`config.mk`:
```
export PLATFORM = sky130hd
export DESIGN_NAME = read_buffer_top
export DESIGN_NICKNAME = d
export VERILOG_FILES = /design/src/read_buffer_pkg.sv /design/src/tag_line_ram.sv /design/src/read_beat_capture.sv /design/src/read_line_store.sv /design/src/line_release.sv /design/src/read_buffer_top.sv
export SDC_FILE = /design/constraint.sdc
export NUM_CORES = 2
export LEC_CHECK = 0
export ABC_AREA = 1
export BUFFER_PORTS_ARGS = -buffer_cell sky130_fd_sc_hd__buf_2
export CAP_MARGIN = 20
export CORE_UTILIZATION = 40
export CTS_CLUSTER_DIAMETER = 100
export DETAILED_ROUTE_END_ITERATION = 6
export PLACE_DENSITY_LB_ADDON = 0.08
export SLEW_MARGIN = 5
export SYNTH_ARGS = -nofsm -noshare
export SYNTH_HDL_FRONTEND = slang
export SYNTH_MEMORY_MAX_BITS = 65536
export SYNTH_SLANG_ARGS = --single-unit
export TNS_END_PERCENT = 5
```
`constraint.sdc`:
```
create_clock -name clock -period 12.15 [get_ports clock]
set_input_delay 1.215 -clock clock [delete_from_list [all_inputs] [get_ports clock]]
set_output_delay 1.215 -clock clock [all_outputs]
set_load 0.02 [all_outputs]
```
`src/read_buffer_pkg.sv`:
```
package read_buffer_pkg;

  //////////////////////////////////////////////////
  // Widths
  //////////////////////////////////////////////////

  // 16 tags in flight
  parameter int TAG_WIDTH = 4;

  // One parity-protected doubleword
  parameter int DWORD_WIDTH = 64;

  typedef logic [TAG_WIDTH-1:0] tag_t;

  //////////////////////////////////////////////////
  // Command and response encodings
  //////////////////////////////////////////////////

  // Command that fetched the line
  typedef enum logic [1:0] {
    CMD_NONE = 2'd0,
    CMD_READ = 2'd1,
    CMD_WED  = 2'd2
  } cmd_kind_e;

  // Host response code
  typedef enum logic [1:0] {
    RESP_DONE  = 2'd0,
    RESP_NLOCK = 2'd1,
    RESP_FAULT = 2'd2
  } resp_code_e;

endpackage

```
`src/tag_line_ram.sv`:
```
`timescale 1ns/1ps

module tag_line_ram #(
  parameter int WIDTH = 128,
  parameter int DEPTH = 16
) (
  input  logic                  clock,
  input  logic                  we,
  input  read_buffer_pkg::tag_t wr_addr,
  input  logic [WIDTH-1:0]      wr_data,
  input  read_buffer_pkg::tag_t rd_addr,
  output logic [WIDTH-1:0]      rd_data
);

  logic [WIDTH-1:0] mem [DEPTH];

  // Same-address read during a write returns old data
  always_ff @(posedge clock) begin
    if (we) begin
      mem[wr_addr] <= wr_data;
    end
    rd_data <= mem[rd_addr];
  end

endmodule

```
`src/read_beat_capture.sv`:
```
`timescale 1ns/1ps

module read_beat_capture #(
  parameter  int HALF_DWORDS = 2,
  localparam int HALF_WIDTH  = HALF_DWORDS * read_buffer_pkg::DWORD_WIDTH
) (
  input  logic                       clock,
  input  logic                       rstn,
  input  logic                       beat_valid,
  input  logic                       beat_half,
  input  read_buffer_pkg::tag_t      beat_tag,
  input  logic                       beat_tag_par,
  input  read_buffer_pkg::cmd_kind_e beat_kind,
  input  logic [HALF_WIDTH-1:0]      beat_data,
  input  logic [HALF_DWORDS-1:0]     beat_data_par,
  output logic                       cap_valid,
  output logic                       cap_half,
  output read_buffer_pkg::tag_t      cap_tag,
  output read_buffer_pkg::cmd_kind_e cap_kind,
  output logic [HALF_WIDTH-1:0]      cap_data,
  output logic [1:0]                 parity_error
);

  localparam int DW = read_buffer_pkg::DWORD_WIDTH;

  logic                   tag_par_q;
  logic [HALF_DWORDS-1:0] data_par_q;
  logic                   tag_bad;
  logic [HALF_DWORDS-1:0] dword_bad;

  //////////////////////////////////////////////////
  // Input latch
  //////////////////////////////////////////////////

  always_ff @(posedge clock or negedge rstn) begin
    if (!rstn) begin
      cap_valid <= 1'b0;
    end else begin
      cap_valid <= beat_valid;
    end
  end

  always_ff @(posedge clock) begin
    cap_half   <= beat_half;
    cap_tag    <= beat_tag;
    cap_kind   <= beat_kind;
    cap_data   <= beat_data;
    tag_par_q  <= beat_tag_par;
    data_par_q <= beat_data_par;
  end

  //////////////////////////////////////////////////
  // Odd parity check
  //////////////////////////////////////////////////

  // Field plus its parity bit must hold an odd count of ones
  assign tag_bad = ~(^{cap_tag, tag_par_q});

  always_comb begin
    dword_bad = '0;
    for (int i = 0; i < HALF_DWORDS; i++) begin
      dword_bad[i] = ~(^{cap_data[i*DW +: DW], data_par_q[i]});
    end
  end

  // Upper bit tag, lower bit data
  always_ff @(posedge clock or negedge rstn) begin
    if (!rstn) begin
      parity_error <= 2'b00;
    end else if (cap_valid) begin
      parity_error <= {tag_bad, |dword_bad};
    end else begin
      parity_error <= 2'b00;
    end
  end

  // Error flag only ever follows a latched beat
  assert property (@(posedge clock) disable iff (!rstn)
    (|parity_error) |-> $past(cap_valid));

endmodule

```
`src/read_line_store.sv`:
```
`timescale 1ns/1ps

module read_line_store #(
  parameter  int HALF_DWORDS = 2,
  localparam int HALF_WIDTH  = HALF_DWORDS * read_buffer_pkg::DWORD_WIDTH
) (
  input  logic                        clock,
  input  logic                        rstn,
  input  logic                        cap_valid,
  input  logic                        cap_half,
  input  read_buffer_pkg::tag_t       cap_tag,
  input  read_buffer_pkg::cmd_kind_e  cap_kind,
  input  logic [HALF_WIDTH-1:0]       cap_data,
  input  logic                        resp_valid,
  output logic                        resp_ready,
  input  read_buffer_pkg::tag_t       resp_tag,
  input  read_buffer_pkg::resp_code_e resp_code,
  output logic                        line_valid,
  input  logic                        line_ready,
  output read_buffer_pkg::tag_t       line_tag,
  output read_buffer_pkg::cmd_kind_e  line_kind,
  output logic [HALF_WIDTH-1:0]       line_data_lo,
  output logic [HALF_WIDTH-1:0]       line_data_hi
);

  localparam int TAG_COUNT = 1 << read_buffer_pkg::TAG_WIDTH;

  logic                        resp_fire;
  logic                        pend_valid;
  read_buffer_pkg::tag_t       pend_tag;
  read_buffer_pkg::resp_code_e pend_code;
  logic                        we_lo;
  logic                        we_hi;
  logic [TAG_COUNT-1:0]        present_lo;
  logic [TAG_COUNT-1:0]        present_hi;
  read_buffer_pkg::cmd_kind_e  kind_mem [TAG_COUNT];

  // One response in flight until the release stage is idle again
  assign resp_ready = line_ready && !line_valid && !pend_valid;
  assign resp_fire  = resp_valid && resp_ready;

  assign we_lo = cap_valid && !cap_half;
  assign we_hi = cap_valid && cap_half;

  //////////////////////////////////////////////////
  // Half storage
  //////////////////////////////////////////////////

  tag_line_ram #(.WIDTH(HALF_WIDTH), .DEPTH(TAG_COUNT)) ram_lo_inst (
    .clock  (clock),
    .we     (we_lo),
    .wr_addr(cap_tag),
    .wr_data(cap_data),
    .rd_addr(pend_tag),
    .rd_data(line_data_lo)
  );

  tag_line_ram #(.WIDTH(HALF_WIDTH), .DEPTH(TAG_COUNT)) ram_hi_inst (
    .clock  (clock),
    .we     (we_hi),
    .wr_addr(cap_tag),
    .wr_data(cap_data),
    .rd_addr(pend_tag),
    .rd_data(line_data_hi)
  );

  always_ff @(posedge clock) begin
    if (cap_valid) begin
      kind_mem[cap_tag] <= cap_kind;
    end
  end

  //////////////////////////////////////////////////
  // Response latch and presence tracking
  //////////////////////////////////////////////////

  always_ff @(posedge clock) begin
    if (resp_fire) begin
      pend_tag  <= resp_tag;
      pend_code <= resp_code;
    end
    if (pend_valid) begin
      line_tag  <= pend_tag;
      line_kind <= kind_mem[pend_tag];
    end
  end

  always_ff @(posedge clock or negedge rstn) begin
    if (!rstn) begin
      pend_valid <= 1'b0;
      line_valid <= 1'b0;
      present_lo <= '0;
      present_hi <= '0;
    end else begin
      pend_valid <= resp_fire;
      // No-lock drops the line but still frees the tag
      if (pend_valid) begin
        line_valid           <= (pend_code != read_buffer_pkg::RESP_NLOCK);
        present_lo[pend_tag] <= 1'b0;
        present_hi[pend_tag] <= 1'b0;
      end else if (line_ready) begin
        line_valid <= 1'b0;
      end
      if (we_lo) begin
        present_lo[cap_tag] <= 1'b1;
      end
      if (we_hi) begin
        present_hi[cap_tag] <= 1'b1;
      end
    end
  end

  // Host confirms only lines whose halves both landed
  assert property (@(posedge clock) disable iff (!rstn)
    resp_fire |-> present_lo[resp_tag] && present_hi[resp_tag]);

  // No duplicate half for a live tag
  assert property (@(posedge clock) disable iff (!rstn)
    cap_valid |-> !(cap_half ? present_hi[cap_tag] : present_lo[cap_tag]));

endmodule

```
`src/line_release.sv`:
```
`timescale 1ns/1ps

module line_release #(
  parameter  int HALF_DWORDS = 2,
  localparam int HALF_WIDTH  = HALF_DWORDS * read_buffer_pkg::DWORD_WIDTH
) (
  input  logic                       clock,
  input  logic                       rstn,
  input  logic                       line_valid,
  output logic                       line_ready,
  input  read_buffer_pkg::tag_t      line_tag,
  input  read_buffer_pkg::cmd_kind_e line_kind,
  input  logic [HALF_WIDTH-1:0]      line_data_lo,
  input  logic [HALF_WIDTH-1:0]      line_data_hi,
  output logic                       out_valid,
  input  logic                       out_ready,
  output read_buffer_pkg::tag_t      out_tag,
  output read_buffer_pkg::cmd_kind_e out_kind,
  output logic                       out_half,
  output logic                       out_last,
  output logic [HALF_WIDTH-1:0]      out_data
);

  typedef enum logic [1:0] {
    IDLE    = 2'd0,
    SEND_LO = 2'd1,
    SEND_HI = 2'd2
  } state_e;

  state_e                state;
  logic [HALF_WIDTH-1:0] data_lo_q;
  logic [HALF_WIDTH-1:0] data_hi_q;

  assign line_ready = (state == IDLE);

  //////////////////////////////////////////////////
  // Output FSM
  //////////////////////////////////////////////////

  always_ff @(posedge clock or negedge rstn) begin
    if (!rstn) begin
      state <= IDLE;
    end else begin
      case (state)
        IDLE:    if (line_valid) state <= SEND_LO;
        SEND_LO: if (out_ready) state <= SEND_HI;
        SEND_HI: if (out_ready) state <= IDLE;
        default: state <= IDLE;
      endcase
    end
  end

  // Hold the whole line while its halves drain
  always_ff @(posedge clock) begin
    if (line_valid && line_ready) begin
      out_tag   <= line_tag;
      out_kind  <= line_kind;
      data_lo_q <= line_data_lo;
      data_hi_q <= line_data_hi;
    end
  end

  assign out_valid = (state != IDLE);
  assign out_half  = (state == SEND_HI);
  assign out_last  = (state == SEND_HI);
  assign out_data  = (state == SEND_HI) ? data_hi_q : data_lo_q;

  // Stalled beat keeps every field
  assert property (@(posedge clock) disable iff (!rstn)
    out_valid && !out_ready |=> out_valid && $stable(out_tag) && $stable(out_kind)
      && $stable(out_half) && $stable(out_last) && $stable(out_data));

endmodule

```
`src/read_buffer_top.sv`:
```
`timescale 1ns/1ps

module read_buffer_top #(
  parameter  int HALF_DWORDS = 2,
  localparam int HALF_WIDTH  = HALF_DWORDS * read_buffer_pkg::DWORD_WIDTH
) (
  input  logic                        clock,
  input  logic                        rstn,
  // Beat input from the host bus
  input  logic                        beat_valid,
  input  logic                        beat_half,
  input  read_buffer_pkg::tag_t       beat_tag,
  input  logic                        beat_tag_par,
  input  read_buffer_pkg::cmd_kind_e  beat_kind,
  input  logic [HALF_WIDTH-1:0]       beat_data,
  input  logic [HALF_DWORDS-1:0]      beat_data_par,
  // Host response
  input  logic                        resp_valid,
  output logic                        resp_ready,
  input  read_buffer_pkg::tag_t       resp_tag,
  input  read_buffer_pkg::resp_code_e resp_code,
  // Released line
  output logic                        out_valid,
  input  logic                        out_ready,
  output read_buffer_pkg::tag_t       out_tag,
  output read_buffer_pkg::cmd_kind_e  out_kind,
  output logic                        out_half,
  output logic                        out_last,
  output logic [HALF_WIDTH-1:0]       out_data,
  output logic [1:0]                  parity_error
);

  logic                       cap_valid;
  logic                       cap_half;
  read_buffer_pkg::tag_t      cap_tag;
  read_buffer_pkg::cmd_kind_e cap_kind;
  logic [HALF_WIDTH-1:0]      cap_data;

  logic                       line_valid;
  logic                       line_ready;
  read_buffer_pkg::tag_t      line_tag;
  read_buffer_pkg::cmd_kind_e line_kind;
  logic [HALF_WIDTH-1:0]      line_data_lo;
  logic [HALF_WIDTH-1:0]      line_data_hi;

  read_beat_capture #(.HALF_DWORDS(HALF_DWORDS)) read_beat_capture_inst (
    .clock        (clock),
    .rstn         (rstn),
    .beat_valid   (beat_valid),
    .beat_half    (beat_half),
    .beat_tag     (beat_tag),
    .beat_tag_par (beat_tag_par),
    .beat_kind    (beat_kind),
    .beat_data    (beat_data),
    .beat_data_par(beat_data_par),
    .cap_valid    (cap_valid),
    .cap_half     (cap_half),
    .cap_tag      (cap_tag),
    .cap_kind     (cap_kind),
    .cap_data     (cap_data),
    .parity_error (parity_error)
  );

  read_line_store #(.HALF_DWORDS(HALF_DWORDS)) read_line_store_inst (
    .clock       (clock),
    .rstn        (rstn),
    .cap_valid   (cap_valid),
    .cap_half    (cap_half),
    .cap_tag     (cap_tag),
    .cap_kind    (cap_kind),
    .cap_data    (cap_data),
    .resp_valid  (resp_valid),
    .resp_ready  (resp_ready),
    .resp_tag    (resp_tag),
    .resp_code   (resp_code),
    .line_valid  (line_valid),
    .line_ready  (line_ready),
    .line_tag    (line_tag),
    .line_kind   (line_kind),
    .line_data_lo(line_data_lo),
    .line_data_hi(line_data_hi)
  );

  line_release #(.HALF_DWORDS(HALF_DWORDS)) line_release_inst (
    .clock       (clock),
    .rstn        (rstn),
    .line_valid  (line_valid),
    .line_ready  (line_ready),
    .line_tag    (line_tag),
    .line_kind   (line_kind),
    .line_data_lo(line_data_lo),
    .line_data_hi(line_data_hi),
    .out_valid   (out_valid),
    .out_ready   (out_ready),
    .out_tag     (out_tag),
    .out_kind    (out_kind),
    .out_half    (out_half),
    .out_last    (out_last),
    .out_data    (out_data)
  );

endmodule

```
==> metrics.txt <==
outcome complete, no violations; flops & latches, synth 4803; Worst R2R Start read_line_store_inst.pend_tag[0]$_DFFE_PP_; crit path capture type primary output; vias per inst 5.723; Pwr Total 41.23 mW; drt drc 0; total track usage 25.08%; Max Fanout on Critical Path 100; Leakage 67.10 nW; Total Nets Final 13355; CTS resizes 0; starting DRC count in detailed routing 11710; Syn Nets 13061; Peak Freq 188.0 MHz; FP Rows 245; vias post-DR 112117; Final Hold Fails 0; DRT antenna net count 0; Max Root-Sink Buffers 4; Core Region 0.4454 mm^2; largest net degree at the start of global routing 230; PwrDens 201.1 mW/mm^2; Int Power 29.70 mW; max_cap viols 0; initial core utilization 40.21%; Fin Setup TNS 0 ns; die footprint 0.4504 mm^2; First-pass DRT Iterations 5; Clk pwr share 38.5%; relative slew slack 22.04%; Setup WS post-layout 6.832 ns; clock latency on the worst-skew pair 1.05 ns; RSZ-0062 raised after global routing false; CTS buffer count 538; ratio of final minimum period to clock period 43.77%; Die X 671.1 um; CTS tree built; initial antenna violation count 24; Switching Fraction 27.95%; worst reg2reg setup slack 7.03 ns; Area Overhead vs Synth 14.48%; Avg Inst Size Synth 13.87 um^2; hold_ws 0.1332 ns; NetSw 11.52 mW; setup bufs post-CTS 0; Post-Synthesis Cells 12912; Reg power frac 46.6%; r2r endpoint read_line_store_inst.ram_lo_inst.rd_data[95]$_DFF_P_; fin crit period 5.318 ns; Post-Syn Area 0.1791 mm^2; I/O Buffers 288; Peak supply drop 0.1613 mV; first-pass GRT wire length 819000 um; Clock Tree Root clkbuf_16; Worst Setup Path Type reg2out; Synthesis Warnings 0; Final Skew 0.03742 ns; GRT overflow 0; post-synthesis sequential area ratio 78.31%; Unique masters post-synth 33; final wirelength 579300 um; routed len/inst 29.57 um; Critical Path AT 4.10 ns; CP Data Required Time 10.93 ns; vias in the first global route 110611; Final Core Density 46.03%; Final setup viols 0; final slew viol count 0; Logic pwr share 14.9%; # IOs 289; dpl ws 7.120 ns; Sink Count 4803; H-tree levels 6; Clock transition at path regs 0.06 ns; startpoint types register; placer's final routability congestion estimate 0.7556; HP Class in2async; chip height 671.1 um; HPWL Detailed 288900 um; worst slew pin tran 1.169 ns; fraction of layout instances using a drive strength above 1 10.55%; CTS Hold Bufs 0; Register-to-Register Path Depth 9
through the flow:
stage | instances | instance area [um^2]
floorplan | 12912 | 179100
global placement | 18586 | 187600
detailed placement | 18589 | 187700
CTS | 19568 | 204900
global route | 19580 | 205000
finish | 19592 | 205000
power by group through the flow:
stage                     clock [mW]  combinational (mW)  sequential, mW
final                           15.9                6.15            19.2
after CTS                       16.2                6.20            19.2
after global placement             0                6.12            19.5
after global routing            16.8                6.67            19.2
after detailed placement           0                6.19            19.5
after floorplan                    0                3.55            19.6
placed cells by master (no fill, tap or decap), types with 2 or more instances in the layout:
cell        synthesis  layout
edfxtp_1         4402    4402
nor2_1           2317    2283
o21ai_0          2225    2225
nand2_1           940     940
o22ai_1           704     704
clkbuf_16           0     552
o221ai_1          430     430
dfxtp_1           394     393
buf_4              11     313
buf_2             183     288
clkbuf_1          657     166
o211ai_1          137     137
o21ai_1           137     137
nand3_1           124     124
inv_1              94      92
clkinv_2            0      70
clkinv_1            1      56
clkbuf_8            0      54
xnor2_1            40      40
nor2_4              0      34
buf_12              0      33
xor2_1             30      30
bufinv_16           0      25
inv_6               0      23
mux2i_1            22      22
diode_2             0      19
clkinv_8            0      17
o32ai_1             9       9
clkinvlp_4          0       7
dfrtp_1             7       7
inv_8               0       6
inv_16              0       4
clkinv_16           0       4
buf_16              0       4
a21oi_1             3       3
o31ai_1             2       2
worst max path at each step:
stage	start	end	depth (start not counted)
2_1_floorplan	line_release_inst.state[0]$_DFFE_PN0P_	line_release_inst.data_hi_q[0]$_DFFE_PP_	3
3_3_place_gp	read_line_store_inst.pend_tag[0]$_DFFE_PP_	read_line_store_inst.ram_hi_inst.rd_data[24]$_DFF_P_	9
3_5_place_dp	read_line_store_inst.pend_tag[0]$_DFFE_PP_	read_line_store_inst.ram_lo_inst.rd_data[95]$_DFF_P_	9
4_1_cts	line_release_inst.state[0]$_DFFE_PN0P_	out_data[115]	6
5_1_grt	read_line_store_inst.pend_tag[0]$_DFFE_PP_	read_line_store_inst.ram_lo_inst.rd_data[95]$_DFF_P_	9
6_report	line_release_inst.state[0]$_DFFE_PN0P_	out_data[115]	6
registers in the layout, summed over array words and instances (netlist names), 2 cells and up:
register                                  cells
read_beat_capture_inst.cap_data             128
read_line_store_inst.ram_hi_inst.mem       2048
read_line_store_inst.line_tag                 4
read_beat_capture_inst.data_par_q             2
read_beat_capture_inst.cap_tag                4
line_release_inst.state                       2
read_line_store_inst.ram_lo_inst.rd_data    128
read_line_store_inst.ram_lo_inst.mem       2048
read_line_store_inst.line_kind                2
read_line_store_inst.pend_code                2
read_beat_capture_inst.cap_kind               2
line_release_inst.out_kind                    2
read_line_store_inst.pend_tag                 4
line_release_inst.data_lo_q                 128
read_line_store_inst.kind_mem                32
read_beat_capture_inst.parity_error           2
line_release_inst.out_tag                     4
read_line_store_inst.ram_hi_inst.rd_data    128
line_release_inst.data_hi_q                 128
cell type report:
type / count / area, um^2
well taps: 5928 / 7417
clock buffers: 771 / 15150
fillers: 39054 / 240400
multi-input cells: 7126 / 35110
repair buffers: 640 / 4594
flip-flops and latches: 4803 / 140300
clock inverters: 208 / 2053
diodes: 19 / 47.55
inverters: 97 / 410.4
worst max-delay path, stage by stage, from the launching register on:
cell and delay (ns):
dfrtp_1 0.42, nor2_4 0.22, buf_12 0.79, buf_4 0.69, nand2_1 0.10, nand2_1 0.43
buf_2 0.27
Yosys cell counts (all sizes together):
cell type	number	area share (%)
o21ai	2362	6.6
nand3	124	0.35
xor2	30	0.15
dfrtp	7	0.098
nor3	1	0.0028
buf	228	0.65
xnor2	40	0.20
and2	1	0.0035
mux2i	22	0.12
inv	96	0.20
o31ai	2	0.0084
o221ai	430	2.1
o22ai	704	2.5
nand2	940	2.0
nor2	2317	4.9
nand3b	1	0.0042
or2	1	0.0035
nand4	1	0.0035
o211ai	137	0.57
clkinv	1	0.0021
a21oi	3	0.0084
dfxtp	394	4.4
clkbuf	658	1.4
o221a	1	0.0063
edfxtp	4402	74
o32ai	9	0.044
layer usage:
metal / part of all wire, % / up-vias / GRT usage, %
met4: 2.5 / 4 / 6.036
li1: - / 49059 / -
met1: 44 / 58413 / 34.61
met5: 0.0036 / - / 0
met3: 5.2 / 770 / 2.625
met2: 49 / 3871 / 42.72
cells by family after synthesis:
kind of cell,synth area share [%]
DFF,78.31
xor gates and xnor gates,0.3423
and+or+nand+nor,7.190
buffers and inverters,2.234
muxes,0.1230
AOI/OAI and AO/OA,11.80
(Power assumes the default switching activity.)
